`src/design/write_master_config.svh`:
```
// Write master configuration
`ifndef WRITE_MASTER_CONFIG_SVH
`define WRITE_MASTER_CONFIG_SVH

// AXI address and data widths
`define WM_ADDR_WIDTH 32
`define WM_DATA_WIDTH 32

// Width of the request byte count
`define WM_XFER_SIZE_WIDTH 32

// Protocol burst limits
// 256 beats and 4 KiB per burst, whichever comes first
`define WM_MAX_BURST_BEATS 256
`define WM_MAX_BURST_BYTES 4096

// Address handshakes allowed to wait for a response
`define WM_MAX_OUTSTANDING 32

// Stream buffer depth in data words
`define WM_FIFO_DEPTH 32

`endif
```
`src/design/axi_burst_pkg.sv`:
```
// AXI burst types
`include "write_master_config.svh"

package axi_burst_pkg;

  // Bytes per data beat
  localparam int DW_BYTES = `WM_DATA_WIDTH / 8;

  // Beats per full burst, bounded by both protocol limits
  localparam int BURST_BEATS =
    ((`WM_MAX_BURST_BYTES / DW_BYTES) < `WM_MAX_BURST_BEATS) ?
    (`WM_MAX_BURST_BYTES / DW_BYTES) : `WM_MAX_BURST_BEATS;

  // Address step between bursts
  localparam int BURST_BYTES = DW_BYTES * BURST_BEATS;

  typedef logic [`WM_ADDR_WIDTH-1:0] axi_addr_t;
  typedef logic [`WM_DATA_WIDTH-1:0] axi_data_t;
  typedef logic [DW_BYTES-1:0]       axi_strb_t;

  // Beats minus one, as carried on awlen
  typedef logic [7:0] burst_len_t;

  // Holds 0 up to the outstanding limit itself
  typedef logic [$clog2(`WM_MAX_OUTSTANDING + 1)-1:0] outstanding_t;

endpackage

```
`src/design/xfer_pkg.sv`:
```
// Transfer size decoding types
`include "write_master_config.svh"

package xfer_pkg;

  import axi_burst_pkg::*;

  localparam int LOG_DW_BYTES    = $clog2(DW_BYTES);
  localparam int LOG_BURST_BEATS = $clog2(BURST_BEATS);

  // Total beats minus one, and the bursts that follow the first
  localparam int BEAT_COUNT_WIDTH  = `WM_XFER_SIZE_WIDTH - LOG_DW_BYTES;
  localparam int BURST_COUNT_WIDTH = BEAT_COUNT_WIDTH - LOG_BURST_BEATS;

  typedef logic [BEAT_COUNT_WIDTH-1:0]  beat_count_t;
  typedef logic [BURST_COUNT_WIDTH-1:0] burst_count_t;

  // Byte count seen as whole words plus leftover bytes
  typedef struct packed {
    logic [BEAT_COUNT_WIDTH-1:0] words;
    logic [LOG_DW_BYTES-1:0]     remainder;
  } xfer_split_t;

  // Same request word, raw or split
  typedef union packed {
    logic [`WM_XFER_SIZE_WIDTH-1:0] bytes;
    xfer_split_t                    split;
  } xfer_size_u;

endpackage

```
`src/design/axi_write_master.sv`:
```
// AXI4 write master top
`timescale 1ns/1ps

module axi_write_master
  import axi_burst_pkg::*, xfer_pkg::*;
(
  input  logic       aclk,
  input  logic       areset,
  // Control
  input  logic       ctrl_start,
  input  axi_addr_t  ctrl_addr_offset,
  input  xfer_size_u ctrl_xfer_size_in_bytes,
  output logic       ctrl_done,
  // Stream input
  input  logic       s_axis_tvalid,
  input  axi_data_t  s_axis_tdata,
  output logic       s_axis_tready,
  // AXI write address
  output logic       m_axi_awvalid,
  input  logic       m_axi_awready,
  output axi_addr_t  m_axi_awaddr,
  output burst_len_t m_axi_awlen,
  // AXI write data
  output logic       m_axi_wvalid,
  input  logic       m_axi_wready,
  output axi_data_t  m_axi_wdata,
  output axi_strb_t  m_axi_wstrb,
  output logic       m_axi_wlast,
  // AXI write response
  input  logic       m_axi_bvalid,
  output logic       m_axi_bready
);

  logic         start;
  axi_addr_t    addr_base;
  burst_count_t burst_count;
  burst_len_t   final_len;
  axi_strb_t    final_strb;
  logic         single_burst;
  logic         fifo_full;
  logic         fifo_wr_en;
  logic         fifo_valid;
  axi_data_t    fifo_data;
  logic         fifo_pop;
  logic         first_beat_pulse;
  logic         aw_done_xfer;
  logic         aw_stall;

  // Stream handshake on the FIFO write side
  assign s_axis_tready = ~fifo_full;
  assign fifo_wr_en    = s_axis_tvalid & s_axis_tready;

  xfer_setup xfer_setup_i (
    .aclk                    (aclk),
    .ctrl_start              (ctrl_start),
    .ctrl_addr_offset        (ctrl_addr_offset),
    .ctrl_xfer_size_in_bytes (ctrl_xfer_size_in_bytes),
    .start                   (start),
    .addr_base               (addr_base),
    .burst_count             (burst_count),
    .final_len               (final_len),
    .final_strb              (final_strb),
    .single_burst            (single_burst)
  );

  stream_fifo stream_fifo_i (
    .aclk     (aclk),
    .areset   (areset),
    .wr_en    (fifo_wr_en),
    .wr_data  (s_axis_tdata),
    .full     (fifo_full),
    .rd_en    (fifo_pop),
    .rd_data  (fifo_data),
    .rd_valid (fifo_valid)
  );

  wdata_channel wdata_channel_i (
    .aclk             (aclk),
    .areset           (areset),
    .start            (start),
    .burst_count      (burst_count),
    .final_len        (final_len),
    .final_strb       (final_strb),
    .single_burst     (single_burst),
    .fifo_valid       (fifo_valid),
    .fifo_data        (fifo_data),
    .fifo_pop         (fifo_pop),
    .m_axi_wvalid     (m_axi_wvalid),
    .m_axi_wready     (m_axi_wready),
    .m_axi_wdata      (m_axi_wdata),
    .m_axi_wstrb      (m_axi_wstrb),
    .m_axi_wlast      (m_axi_wlast),
    .first_beat_pulse (first_beat_pulse)
  );

  awaddr_channel awaddr_channel_i (
    .aclk             (aclk),
    .areset           (areset),
    .start            (start),
    .addr_base        (addr_base),
    .burst_count      (burst_count),
    .final_len        (final_len),
    .single_burst     (single_burst),
    .first_beat_pulse (first_beat_pulse),
    .aw_stall         (aw_stall),
    .m_axi_awvalid    (m_axi_awvalid),
    .m_axi_awready    (m_axi_awready),
    .m_axi_awaddr     (m_axi_awaddr),
    .m_axi_awlen      (m_axi_awlen),
    .aw_done_xfer     (aw_done_xfer)
  );

  bresp_tracker bresp_tracker_i (
    .aclk         (aclk),
    .areset       (areset),
    .start        (start),
    .burst_count  (burst_count),
    .aw_done_xfer (aw_done_xfer),
    .m_axi_bvalid (m_axi_bvalid),
    .m_axi_bready (m_axi_bready),
    .aw_stall     (aw_stall),
    .ctrl_done    (ctrl_done)
  );

endmodule

```
`src/design/bresp_tracker.sv`:
```
// Write response tracking
`timescale 1ns/1ps
`include "write_master_config.svh"

module bresp_tracker
  import axi_burst_pkg::*, xfer_pkg::*;
(
  input  logic         aclk,
  input  logic         areset,
  input  logic         start,
  input  burst_count_t burst_count,
  input  logic         aw_done_xfer,
  input  logic         m_axi_bvalid,
  output logic         m_axi_bready,
  output logic         aw_stall,
  output logic         ctrl_done
);

  localparam outstanding_t MAX_OUT = outstanding_t'(`WM_MAX_OUTSTANDING);

  logic         bxfer;
  burst_count_t resp_left;
  outstanding_t vacancy;

  // Responses always taken, code not checked
  assign m_axi_bready = 1'b1;
  assign bxfer        = m_axi_bvalid & m_axi_bready;
  assign aw_stall     = (vacancy == '0);

  always_ff @(posedge aclk) begin
    if (areset) begin
      resp_left <= '0;
      vacancy   <= MAX_OUT;
      ctrl_done <= 1'b0;
    end else begin
      if (start) begin
        resp_left <= burst_count;
      end else if (bxfer) begin
        resp_left <= resp_left - 1'b1;
      end
      // Address out takes a slot, response gives it back
      if (aw_done_xfer && !bxfer) begin
        vacancy <= vacancy - 1'b1;
      end else if (bxfer && !aw_done_xfer) begin
        vacancy <= vacancy + 1'b1;
      end
      ctrl_done <= bxfer && (resp_left == '0);
    end
  end

  // Every response matches an earlier address handshake
  resp_has_aw: assert property (@(posedge aclk) disable iff (areset)
    m_axi_bvalid |-> (vacancy < MAX_OUT));

endmodule

```
`src/design/awaddr_channel.sv`:
```
// Write address channel
`timescale 1ns/1ps

module awaddr_channel
  import axi_burst_pkg::*, xfer_pkg::*;
(
  input  logic         aclk,
  input  logic         areset,
  input  logic         start,
  input  axi_addr_t    addr_base,
  input  burst_count_t burst_count,
  input  burst_len_t   final_len,
  input  logic         single_burst,
  input  logic         first_beat_pulse,
  input  logic         aw_stall,
  output logic         m_axi_awvalid,
  input  logic         m_axi_awready,
  output axi_addr_t    m_axi_awaddr,
  output burst_len_t   m_axi_awlen,
  output logic         aw_done_xfer
);

  localparam burst_len_t FULL_LEN = burst_len_t'(BURST_BEATS - 1);

  logic         awvalid_r;
  logic         awxfer;
  axi_addr_t    addr_r;
  burst_len_t   awlen_r;
  burst_count_t bursts_left;
  // First beats seen but not yet given an address
  burst_count_t pending;

  assign m_axi_awvalid = awvalid_r;
  assign m_axi_awaddr  = addr_r;
  assign m_axi_awlen   = awlen_r;
  assign awxfer        = awvalid_r & m_axi_awready;
  assign aw_done_xfer  = awxfer;

  ////////////////////////////////
  // Pending addresses
  ////////////////////////////////

  always_ff @(posedge aclk) begin
    if (areset) begin
      pending <= '0;
    end else if (first_beat_pulse && !awxfer) begin
      pending <= pending + 1'b1;
    end else if (awxfer && !first_beat_pulse) begin
      pending <= pending - 1'b1;
    end
  end

  // Valid rises on demand and drops only on acceptance
  always_ff @(posedge aclk) begin
    if (areset) begin
      awvalid_r <= 1'b0;
    end else if (!awvalid_r) begin
      awvalid_r <= (pending != '0) && !aw_stall;
    end else if (m_axi_awready) begin
      awvalid_r <= 1'b0;
    end
  end

  ////////////////////////////////
  // Address and length
  ////////////////////////////////

  always_ff @(posedge aclk) begin
    if (areset) begin
      bursts_left <= '0;
    end else if (start) begin
      bursts_left <= burst_count;
    end else if (awxfer) begin
      bursts_left <= bursts_left - 1'b1;
    end
  end

  // Next burst address and length are ready before valid rises
  always_ff @(posedge aclk) begin
    if (start) begin
      addr_r  <= addr_base;
      awlen_r <= single_burst ? final_len : FULL_LEN;
    end else if (awxfer) begin
      addr_r  <= addr_r + axi_addr_t'(BURST_BYTES);
      awlen_r <= (bursts_left == burst_count_t'(1)) ? final_len : FULL_LEN;
    end
  end

  // Address beat held steady until the slave takes it
  aw_hold: assert property (@(posedge aclk) disable iff (areset)
    m_axi_awvalid && !m_axi_awready |=>
      m_axi_awvalid && $stable(m_axi_awaddr) && $stable(m_axi_awlen));

endmodule

```
`src/design/wdata_channel.sv`:
```
// Write data channel
`timescale 1ns/1ps

module wdata_channel
  import axi_burst_pkg::*, xfer_pkg::*;
(
  input  logic         aclk,
  input  logic         areset,
  input  logic         start,
  input  burst_count_t burst_count,
  input  burst_len_t   final_len,
  input  axi_strb_t    final_strb,
  input  logic         single_burst,
  input  logic         fifo_valid,
  input  axi_data_t    fifo_data,
  output logic         fifo_pop,
  output logic         m_axi_wvalid,
  input  logic         m_axi_wready,
  output axi_data_t    m_axi_wdata,
  output axi_strb_t    m_axi_wstrb,
  output logic         m_axi_wlast,
  output logic         first_beat_pulse
);

  localparam burst_len_t FULL_LEN = burst_len_t'(BURST_BEATS - 1);

  logic         running;
  logic         wxfer;
  logic         final_burst;
  logic         final_beat_xfer;
  logic         wfirst;
  logic         first_vis_d1;
  logic         first_vis_d2;
  burst_len_t   beats_left;
  burst_count_t bursts_left;

  ////////////////////////////////
  // Beat gating
  ////////////////////////////////

  // Nothing leaves the FIFO until the request is decoded
  assign m_axi_wvalid    = fifo_valid & running;
  assign m_axi_wdata     = fifo_data;
  assign wxfer           = m_axi_wvalid & m_axi_wready;
  assign fifo_pop        = wxfer;
  assign m_axi_wlast     = (beats_left == '0);
  assign final_burst     = (bursts_left == '0);
  assign final_beat_xfer = wxfer & m_axi_wlast & final_burst;
  // Partial strobe only on the very last beat
  assign m_axi_wstrb     = (m_axi_wlast & final_burst) ? final_strb : '1;

  always_ff @(posedge aclk) begin
    if (areset) begin
      running <= 1'b0;
    end else if (start) begin
      running <= 1'b1;
    end else if (final_beat_xfer) begin
      running <= 1'b0;
    end
  end

  ////////////////////////////////
  // Beat and burst counters
  ////////////////////////////////

  always_ff @(posedge aclk) begin
    if (areset) begin
      beats_left  <= FULL_LEN;
      bursts_left <= '0;
    end else if (start) begin
      beats_left  <= single_burst ? final_len : FULL_LEN;
      bursts_left <= burst_count;
    end else if (wxfer) begin
      if (m_axi_wlast) begin
        // Next burst is the short one when only one remains
        beats_left  <= (bursts_left == burst_count_t'(1)) ? final_len : FULL_LEN;
        bursts_left <= bursts_left - 1'b1;
      end else begin
        beats_left <= beats_left - 1'b1;
      end
    end
  end

  ////////////////////////////////
  // First beat detection
  ////////////////////////////////

  // Set again after each wlast beat
  always_ff @(posedge aclk) begin
    if (areset) begin
      wfirst           <= 1'b1;
      first_vis_d1     <= 1'b0;
      first_vis_d2     <= 1'b0;
      first_beat_pulse <= 1'b0;
    end else begin
      if (wxfer) begin
        wfirst <= m_axi_wlast;
      end
      first_vis_d1     <= m_axi_wvalid & wfirst;
      first_vis_d2     <= first_vis_d1;
      // One pulse per burst even if the first beat waits on wready
      first_beat_pulse <= first_vis_d1 & ~first_vis_d2;
    end
  end

  // A waiting beat stays on the bus unchanged until wready
  w_hold: assert property (@(posedge aclk) disable iff (areset)
    m_axi_wvalid && !m_axi_wready |=>
      m_axi_wvalid && $stable(m_axi_wdata) && $stable(m_axi_wlast) && $stable(m_axi_wstrb));

endmodule

```
`src/design/stream_fifo.sv`:
```
// Stream data FIFO
`timescale 1ns/1ps
`include "write_master_config.svh"

module stream_fifo
  import axi_burst_pkg::*;
(
  input  logic      aclk,
  input  logic      areset,
  input  logic      wr_en,
  input  axi_data_t wr_data,
  output logic      full,
  input  logic      rd_en,
  output axi_data_t rd_data,
  output logic      rd_valid
);

  localparam int DEPTH = `WM_FIFO_DEPTH;
  localparam int PTR_W = $clog2(DEPTH);

  axi_data_t          mem [DEPTH];
  logic [PTR_W-1:0]   wr_ptr;
  logic [PTR_W-1:0]   rd_ptr;
  logic [PTR_W:0]     count;

  // Storage, written on every accepted word
  always_ff @(posedge aclk) begin
    if (wr_en) begin
      mem[wr_ptr] <= wr_data;
    end
  end

  ////////////////////////////////
  // Pointers and fill level
  ////////////////////////////////

  always_ff @(posedge aclk) begin
    if (areset) begin
      wr_ptr <= '0;
      rd_ptr <= '0;
      count  <= '0;
    end else begin
      if (wr_en) begin
        wr_ptr <= (wr_ptr == PTR_W'(DEPTH - 1)) ? '0 : wr_ptr + 1'b1;
      end
      if (rd_en) begin
        rd_ptr <= (rd_ptr == PTR_W'(DEPTH - 1)) ? '0 : rd_ptr + 1'b1;
      end
      // Push and pop together leave the level unchanged
      if (wr_en && !rd_en) begin
        count <= count + 1'b1;
      end else if (rd_en && !wr_en) begin
        count <= count - 1'b1;
      end
    end
  end

  // Head word shows as soon as it is stored
  assign rd_data  = mem[rd_ptr];
  assign rd_valid = (count != '0);
  assign full     = (count == (PTR_W + 1)'(DEPTH));

  // Upstream must respect full
  no_overflow: assert property (@(posedge aclk) disable iff (areset) !(wr_en && full));

  // Downstream pops only a presented word
  no_underflow: assert property (@(posedge aclk) disable iff (areset) !(rd_en && !rd_valid));

endmodule

```
`src/design/xfer_setup.sv`:
```
// Request capture and decode
`timescale 1ns/1ps

module xfer_setup
  import axi_burst_pkg::*, xfer_pkg::*;
(
  input  logic         aclk,
  input  logic         ctrl_start,
  input  axi_addr_t    ctrl_addr_offset,
  input  xfer_size_u   ctrl_xfer_size_in_bytes,
  output logic         start,
  output axi_addr_t    addr_base,
  output burst_count_t burst_count,
  output burst_len_t   final_len,
  output axi_strb_t    final_strb,
  output logic         single_burst
);

  xfer_size_u  size_r;
  beat_count_t total_beats;
  axi_strb_t   strb_next;
  logic        start_d1;
  logic        start_d2;

  ////////////////////////////////
  // Request capture
  ////////////////////////////////

  always_ff @(posedge aclk) begin
    if (ctrl_start) begin
      size_r    <= ctrl_xfer_size_in_bytes;
      // Start on a burst boundary so no burst crosses 4 KiB
      addr_base <= ctrl_addr_offset & ~axi_addr_t'(BURST_BYTES - 1);
    end
  end

  // Two stages so the decoded fields settle before start
  always_ff @(posedge aclk) begin
    start_d1 <= ctrl_start;
    start_d2 <= start_d1;
    start    <= start_d2;
  end

  ////////////////////////////////
  // Decode
  ////////////////////////////////

  // Whole words minus one, rounded up, from the raw byte count
  assign total_beats = beat_count_t'((size_r.bytes - 1'b1) >> LOG_DW_BYTES);

  // Last beat keeps bytes below the remainder
  always_comb begin
    for (int i = 0; i < DW_BYTES; i++) begin
      strb_next[i] = (size_r.split.remainder == '0) || (i < size_r.split.remainder);
    end
  end

  always_ff @(posedge aclk) begin
    // Upper bits count the full bursts, low bits size the last one
    burst_count  <= total_beats[BEAT_COUNT_WIDTH-1:LOG_BURST_BEATS];
    final_len    <= total_beats[LOG_BURST_BEATS-1:0];
    single_burst <= (total_beats[BEAT_COUNT_WIDTH-1:LOG_BURST_BEATS] == '0);
    final_strb   <= strb_next;
  end

endmodule

```
`config.mk`:
```
export PLATFORM = sky130hd
export DESIGN_NAME = axi_write_master
export DESIGN_NICKNAME = d
export VERILOG_FILES = /design/src/design/axi_burst_pkg.sv /design/src/design/xfer_pkg.sv /design/src/design/axi_write_master.sv /design/src/design/bresp_tracker.sv /design/src/design/awaddr_channel.sv /design/src/design/wdata_channel.sv /design/src/design/stream_fifo.sv /design/src/design/xfer_setup.sv
export VERILOG_INCLUDE_DIRS = /design/src /design/src/design
export SDC_FILE = /design/constraint.sdc
export NUM_CORES = 1
export LEC_CHECK = 0
export BUFFER_PORTS_ARGS = -buffer_cell sky130_fd_sc_hd__buf_2
export CAP_MARGIN = 20
export CORE_AREA = 2 2 294 296
export DETAILED_ROUTE_END_ITERATION = 16
export DIE_AREA = 0 0 296 298
export PLACE_DENSITY = 0.77
export SETUP_SLACK_MARGIN = 0.05
export SYNTH_ARGS = -nofsm -noshare
export SYNTH_HDL_FRONTEND = slang
export SYNTH_SLANG_ARGS = --single-unit
```
`constraint.sdc`:
```
create_clock -name aclk -period 4 [get_ports aclk]
set_input_delay 0.6 -clock aclk [delete_from_list [all_inputs] [get_ports aclk]]
set_output_delay 0.6 -clock aclk [all_outputs]
set_load 0.01 [all_outputs]
```
==> results.json, run 1 <==
{
  "grt_max_degree": 70,
  "setup_viol": 0,
  "cts_tree": "done",
  "drv_cap": 0,
  "instances_no_fill": 4199,
  "syn_area_um2": 50700,
  "finalSetupTns_ns": 0,
  "cp_common_cell": "mux4_2",
  "crit_buf_inv": 2,
  "drt-initial-drc-count": 3113,
  "drt_pass1_iterations": 5,
  "cpMaxStageDelayCell": "dfxtp_4",
  "gp_congestion": 0.874,
  "synth_area_leaders": "edfxtp_1 (66%), mux4_2 (14%), dfxtp_1 (6.6%)",
  "syn_inst": 2690,
  "final_area_um2": 57800,
  "synthFlopType": "edfxtp_1",
  "path_delay_family": "multiplexers",
  "arrival_ns": 3.29,
  "start_util_pct": 59.7,
  "maxSlewViolCount": 0,
  "dieArea_um2": 88200,
  "finalCritPeriodShare_pct": 97.4,
  "ys_seq_area_share_pct": 72.2,
  "dp_cells": 3965,
  "timing.fmax_ghz": 0.257,
  "vias_per_cell": 6.46,
  "yosysMostFrequentCell": "edfxtp_1",
  "synth_top_cell_area_share_pct": 65.7,
  "numCtsBuffers": 120,
  "worst_setup_path_end_kind": "output pin",
  "yosys.area.top_type": "edfxtp_1",
  "power_leakage_nw": 18.6,
  "tightest_slew_ns": 1.19,
  "cts.clk_slew.worst_paths_ns": 0.06,
  "powerDensity_nw_per_um2": 547,
  "postRouteAntennaNets": 0,
  "crit_required_ns": 3.40,
  "route.detailed.drc": 0,
  "ioPinCount": 185,
  "grt_pass1_wl_mm": 178,
  "h-tree-depth": 3,
  "antenna_found_initial": 6,
  "syn2layout_area_growth_pct": 14.1,
  "clockBufferDepth": 3,
  "die_y_um": 298,
  "final_nets": 3104,
  "wl_per_cell_um": 28.6,
  "syn_area_per_cell_um2": 18.8,
  "crit_chain": "buf_16 -> mux4_2 -> mux4_2 -> mux2_2 -> buf_2",
  "rsz0062_at_grt": "true",
  "grtUsageTotal_pct": 27.5,
  "hold_viol": 0,
  "vias": 27100,
  "start_kind": "register",
  "async_flop_share_pct": 0,
  "slowest_delay_ns": 0.67,
  "period_needed_ns": 3.89,
  "totalWireLength_mm": 120,
  "gr-total-overflow": 0,
  "ctsRootBufferMaster": "clkbuf_16",
  "coreArea_um2": 84900,
  "insertion_delay_ns": 0.70,
  "grt_pass1_vias": 27800,
  "relSlewSlack_pct": 20.3,
  "synth_seq_cells": 1275,
  "ys_types": 78,
  "peakVddDrop_mv": 0.537,
  "die-width_um": 296,
  "io_buffers": 162,
  "hpwl_mm": 66.8,
  "synth-edff-count": 1108,
  "synth.top_cells.by_count": "edfxtp_1 (1,108), mux4_2 (320), dfxtp_1 (167), nor2_1 (139), a21oi_1 (105)",
  "dpl_cell_area_um2": 53600,
  "clock-sinks": 1275,
  "final_layout_size_suffix_gt1_share_pct": 28.5,
  "skew_ns": 0.0206,
  "path_max_fanout": 69,
  "yosysWarnings": 0,
  "path_class": "register to output pin",
  "outcome": "complete, no violations",
  "rows": 107,
  "hp-class": "input port to register"
}
## stage by stage
| stage | hold slack (ns) | utilization (%) | power (mW) | setup WS [ns] |
|---|---|---|---|---|
| 6_report | 0.0718 | 68.1 | 31.6 | 0.105 |
| 3_5_place_dp | 0.312 | 63.1 | 20.1 | 0.313 |
| 3_3_place_gp | 0.311 | 63.1 | 19.9 | 0.379 |
| 2_1_floorplan | 0.310 | - | 18.8 | 0.366 |
| 4_1_cts | 0.0276 | 68.0 | 31.7 | 0.0653 |
| 5_1_grt | 0.0417 | 68.1 | 32.7 | 0.0512 |
## final cells by class
cell class | count | area (um^2)
inverters | 44 | 174
repair buffers | 256 | 1870
fillers | 5244 | 27100
diodes | 1 | 2.50
clock inverters | 75 | 835
well taps | 1144 | 1430
flip-flops and latches | 1275 | 36600
multi-input cells | 1253 | 13600
clock buffers | 151 | 3210
## flip-flops by register name, summed over array words and instances, names as in the netlist, 22 cells and up, named ones only
signal and flops:
stream_fifo_i.mem 1024, bresp_tracker_i.resp_left 22, awaddr_channel_i.bursts_left 22, xfer_setup_i.addr_base 22, awaddr_channel_i.m_axi_awaddr 22, xfer_setup_i.size_r 32, xfer_setup_i.burst_count 22, awaddr_channel_i.pending 22
wdata_channel_i.bursts_left 22
## cell usage in the layout (no fill, tap or decap), drive strengths merged, types with 5 or more instances in the layout
cell type and n:
nand3 26, xnor2 81, clkinvlp 5, xor2 53, a21boi 16, nor4 37, or3 13, o211ai 6
or2 9, ha 48, o22ai 8, dfxtp 167, a21oi 105, mux4 320, nand4 12, bufinv 16
o21ai 48, edfxtp 1108, a31oi 7, a21o 13, nand3b 5, mux2 33, clkinv 53, inv 45
nor2 140, and3 6, nand2 91, or4 17, nor3 46, nand2b 14, o21a 7, clkbuf 152
o21bai 24, nor4b 7, buf 255, conb 12
## power by group
part / switching, mW / leakage (nW) / internal (mW)
combinational: 2.47 / 5.18 / 2.19
sequential: 0.370 / 11.4 / 14.9
clock: 4.93 / 1.98 / 6.73
total: 7.77 / 18.6 / 23.8
## worst paths after layout
check | start | to | slack, ns | cells after the start
max | register | m_axi_wdata[4] | 0.11 | 5
min | ctrl_xfer_size_in_bytes[7] | xfer_setup_i.size_r[7]$_DFFE_PP_ | 0.07 | 1
max reg2reg | stream_fifo_i.count[1]$_SDFFE_PP0P_ | stream_fifo_i.count[5]$_SDFFE_PP0P_ | 0.32 | 15
min reg2reg | xfer_setup_i.start_d2$_DFF_P_ | xfer_setup_i.start$_DFF_P_ | 0.33 | 0
## repair_timing
action,4_1_cts,5_1_grt
buffers inserted,3,0
gates resized for setup,4,5
cloned,0,1
hold buffers,0,0
pin swaps,0,1
setup endpoints to repair,19,10
## layer usage
metal | track usage, % | part of all wire (%)
met1 | 36.4 | 36
met2 | 46.3 | 51
met3 | 5.36 | 9.0
met4 | 9.13 | 3.2
met5 | 0 | 0.049
## kinds of logic after synthesis
| group | count (synthesis) | synth area share (%) |
|---|---|---|
| flops | 1275 | 72.2 |
| other cells | 2 | 0.0148 |
| xor+xnor | 134 | 2.32 |
| fa+ha+maj | 51 | 1.30 |
| buf+inv | 172 | 1.45 |
| mux | 355 | 15.0 |
| compound gates | 256 | 3.05 |
| simple gates | 445 | 4.63 |
(Power assumes the default switching activity.)
==> run 2, diff against run 1 <==
Settings changed: MAX_ROUTING_LAYER set to met4.
==> results.json, run 2 (synthesis gave the netlist of run 1 again) <==
{
  "peakVddDrop_mv": 0.554,
  "io_buffers": 162,
  "dp_cells": 3957,
  "clock-sinks": 1275,
  "cts.clk_slew.worst_paths_ns": 0.06,
  "register_area_um2": 36600,
  "dpl_cell_area_um2": 53500,
  "grt_max_degree": 84,
  "h-tree-depth": 4,
  "start_util_pct": 59.7,
  "wl_per_cell_um": 28.6,
  "die-width_um": 296,
  "ctsRootBufferMaster": "clkbuf_16",
  "rsz0062_at_grt": "false",
  "drt-initial-drc-count": 3053,
  "vias": 27000,
  "multi_input_area_um2": 13700,
  "period_needed_ns": 3.82,
  "postRouteAntennaNets": 0,
  "finalCritPeriodShare_pct": 95.6,
  "coreArea_um2": 84900,
  "syn2layout_area_growth_pct": 14.3,
  "rows": 107,
  "hold_viol": 0,
  "gr-total-overflow": 0,
  "slowest_delay_ns": 0.55,
  "min-delay-start": "ctrl_xfer_size_in_bytes[1]",
  "setup_viol": 0,
  "totalWireLength_mm": 120,
  "crit_chain": "buf_12 -> buf_12 -> mux4_2 -> mux4_2 -> mux2_2 -> buf_2",
  "finalSetupTns_ns": 0,
  "clockBufferDepth": 3,
  "total_power_mw": 32.0,
  "path_max_fanout": 19,
  "grt_pass1_wl_mm": 179,
  "mostFrequentLayoutCells": "edfxtp_1 (1,108), mux4_2 (320), buf_2 (162)",
  "drv_cap": 0,
  "path_class": "register to output pin",
  "grt_pass1_vias": 27900,
  "hpwl_mm": 64.2,
  "reg_top3": "stream_fifo_i.mem (1024), xfer_setup_i.size_r (32)",
  "hold-path-cell-count": 1,
  "final_util_pct": 68.3,
  "powerDensity_nw_per_um2": 552,
  "rr_startpoint": "stream_fifo_i.count[1]$_SDFFE_PP0P_",
  "worst_setup_path_end_kind": "output pin",
  "worst_hold_slack_ns": 0.0513,
  "insertion_delay_ns": 0.72,
  "maxSlewViolCount": 0,
  "hp-class": "input port to register",
  "crit_required_ns": 3.40,
  "arrival_ns": 3.22,
  "gp_congestion": 0.878,
  "final_nets": 3109,
  "start_kind": "register",
  "numCtsBuffers": 130,
  "instances_no_fill": 4210,
  "tightest_slew_ns": 1.17,
  "finalWorstSetupSlack_ns": 0.176,
  "fillers": 5160,
  "timing.fmax_ghz": 0.261,
  "cts_tree": "done",
  "relSlewSlack_pct": 21.8,
  "layout_commonest_cell": "edfxtp_1",
  "final_area_um2": 58000,
  "vias_per_cell": 6.42,
  "worst-r2r-cell-count": 15,
  "outcome": "complete, no violations",
  "power_leakage_nw": 18.6,
  "antenna_found_initial": 10,
  "final_layout_size_suffix_gt1_share_pct": 28.4,
  "largest_reg_flops": 1024,
  "crit_buf_inv": 3,
  "cp_num_cells": 6,
  "cpMaxStageDelayCell": "mux4_2",
  "ioPinCount": 185,
  "route.detailed.drc": 0,
  "skew_ns": 0.0188,
  "place_ws_ns": 0.223,
  "grtUsageTotal_pct": 28.8,
  "drt_pass1_iterations": 7,
  "dieArea_um2": 88200,
  "path_delay_family": "multiplexers",
  "max_flop_register": "stream_fifo_i.mem",
  "die_y_um": 298
}
-- run 2: cell types whose count changed in the layout (fill, tap and decap cells not counted), sizes merged, moves of 3 or more --
cell	change
clkbuf	+23
clkinv	-10
diode	+9
bufinv	-5
buf	-4
clkinvlp	-3
-- run 2: layout make-up --
cell class | instances | share of cell area (%)
diodes | 10 | 0.0432
clock buffers | 175 | 6.30
clock inverters | 58 | 0.972
inverters | 44 | 0.294
multi-input cells | 1253 | 23.6
flip-flops and latches | 1275 | 63.2
well taps | 1144 | 2.47
repair buffers | 251 | 3.15
-- run 2: path summary, 6_finish.rpt --
kind                                                       endpoint  slack, ns
worst max-delay path                                m_axi_wdata[14]       0.18
worst min-delay path               xfer_setup_i.size_r[1]$_DFFE_PP_       0.05
worst max register to register  stream_fifo_i.count[5]$_SDFFE_PP0P_       0.37
worst min register to register           xfer_setup_i.start$_DFF_P_       0.32
-- run 2: repair_timing --
action                     CTS  global route
pin swaps                    0             2
setup endpoints to repair   20             3
buffers inserted             5             1
hold buffers                 0             0
resized for setup            5             1
-- run 2: where the power goes --
part | total (mW) | switching [mW] | internal (mW)
Clock | 12.1 | 4.95 | 7.11
Sequential | 15.3 | 0.362 | 14.9
Combinational | 4.65 | 2.47 | 2.18
Total | 32.0 | 7.78 | 24.2
-- run 2: layer usage --
| layer | routed length (um) | part of all wire (%) | GRT usage, % | vias up |
|---|---|---|---|---|
| li1 | - | - | - | 11400 |
| met1 | 44400 | 37 | 36.4 | 13900 |
| met2 | 62500 | 52 | 46.9 | 1498 |
| met3 | 10200 | 8.5 | 6.50 | 222 |
| met4 | 3310 | 2.7 | 8.69 | 0 |
| met5 | 0 | 0 | - | - |
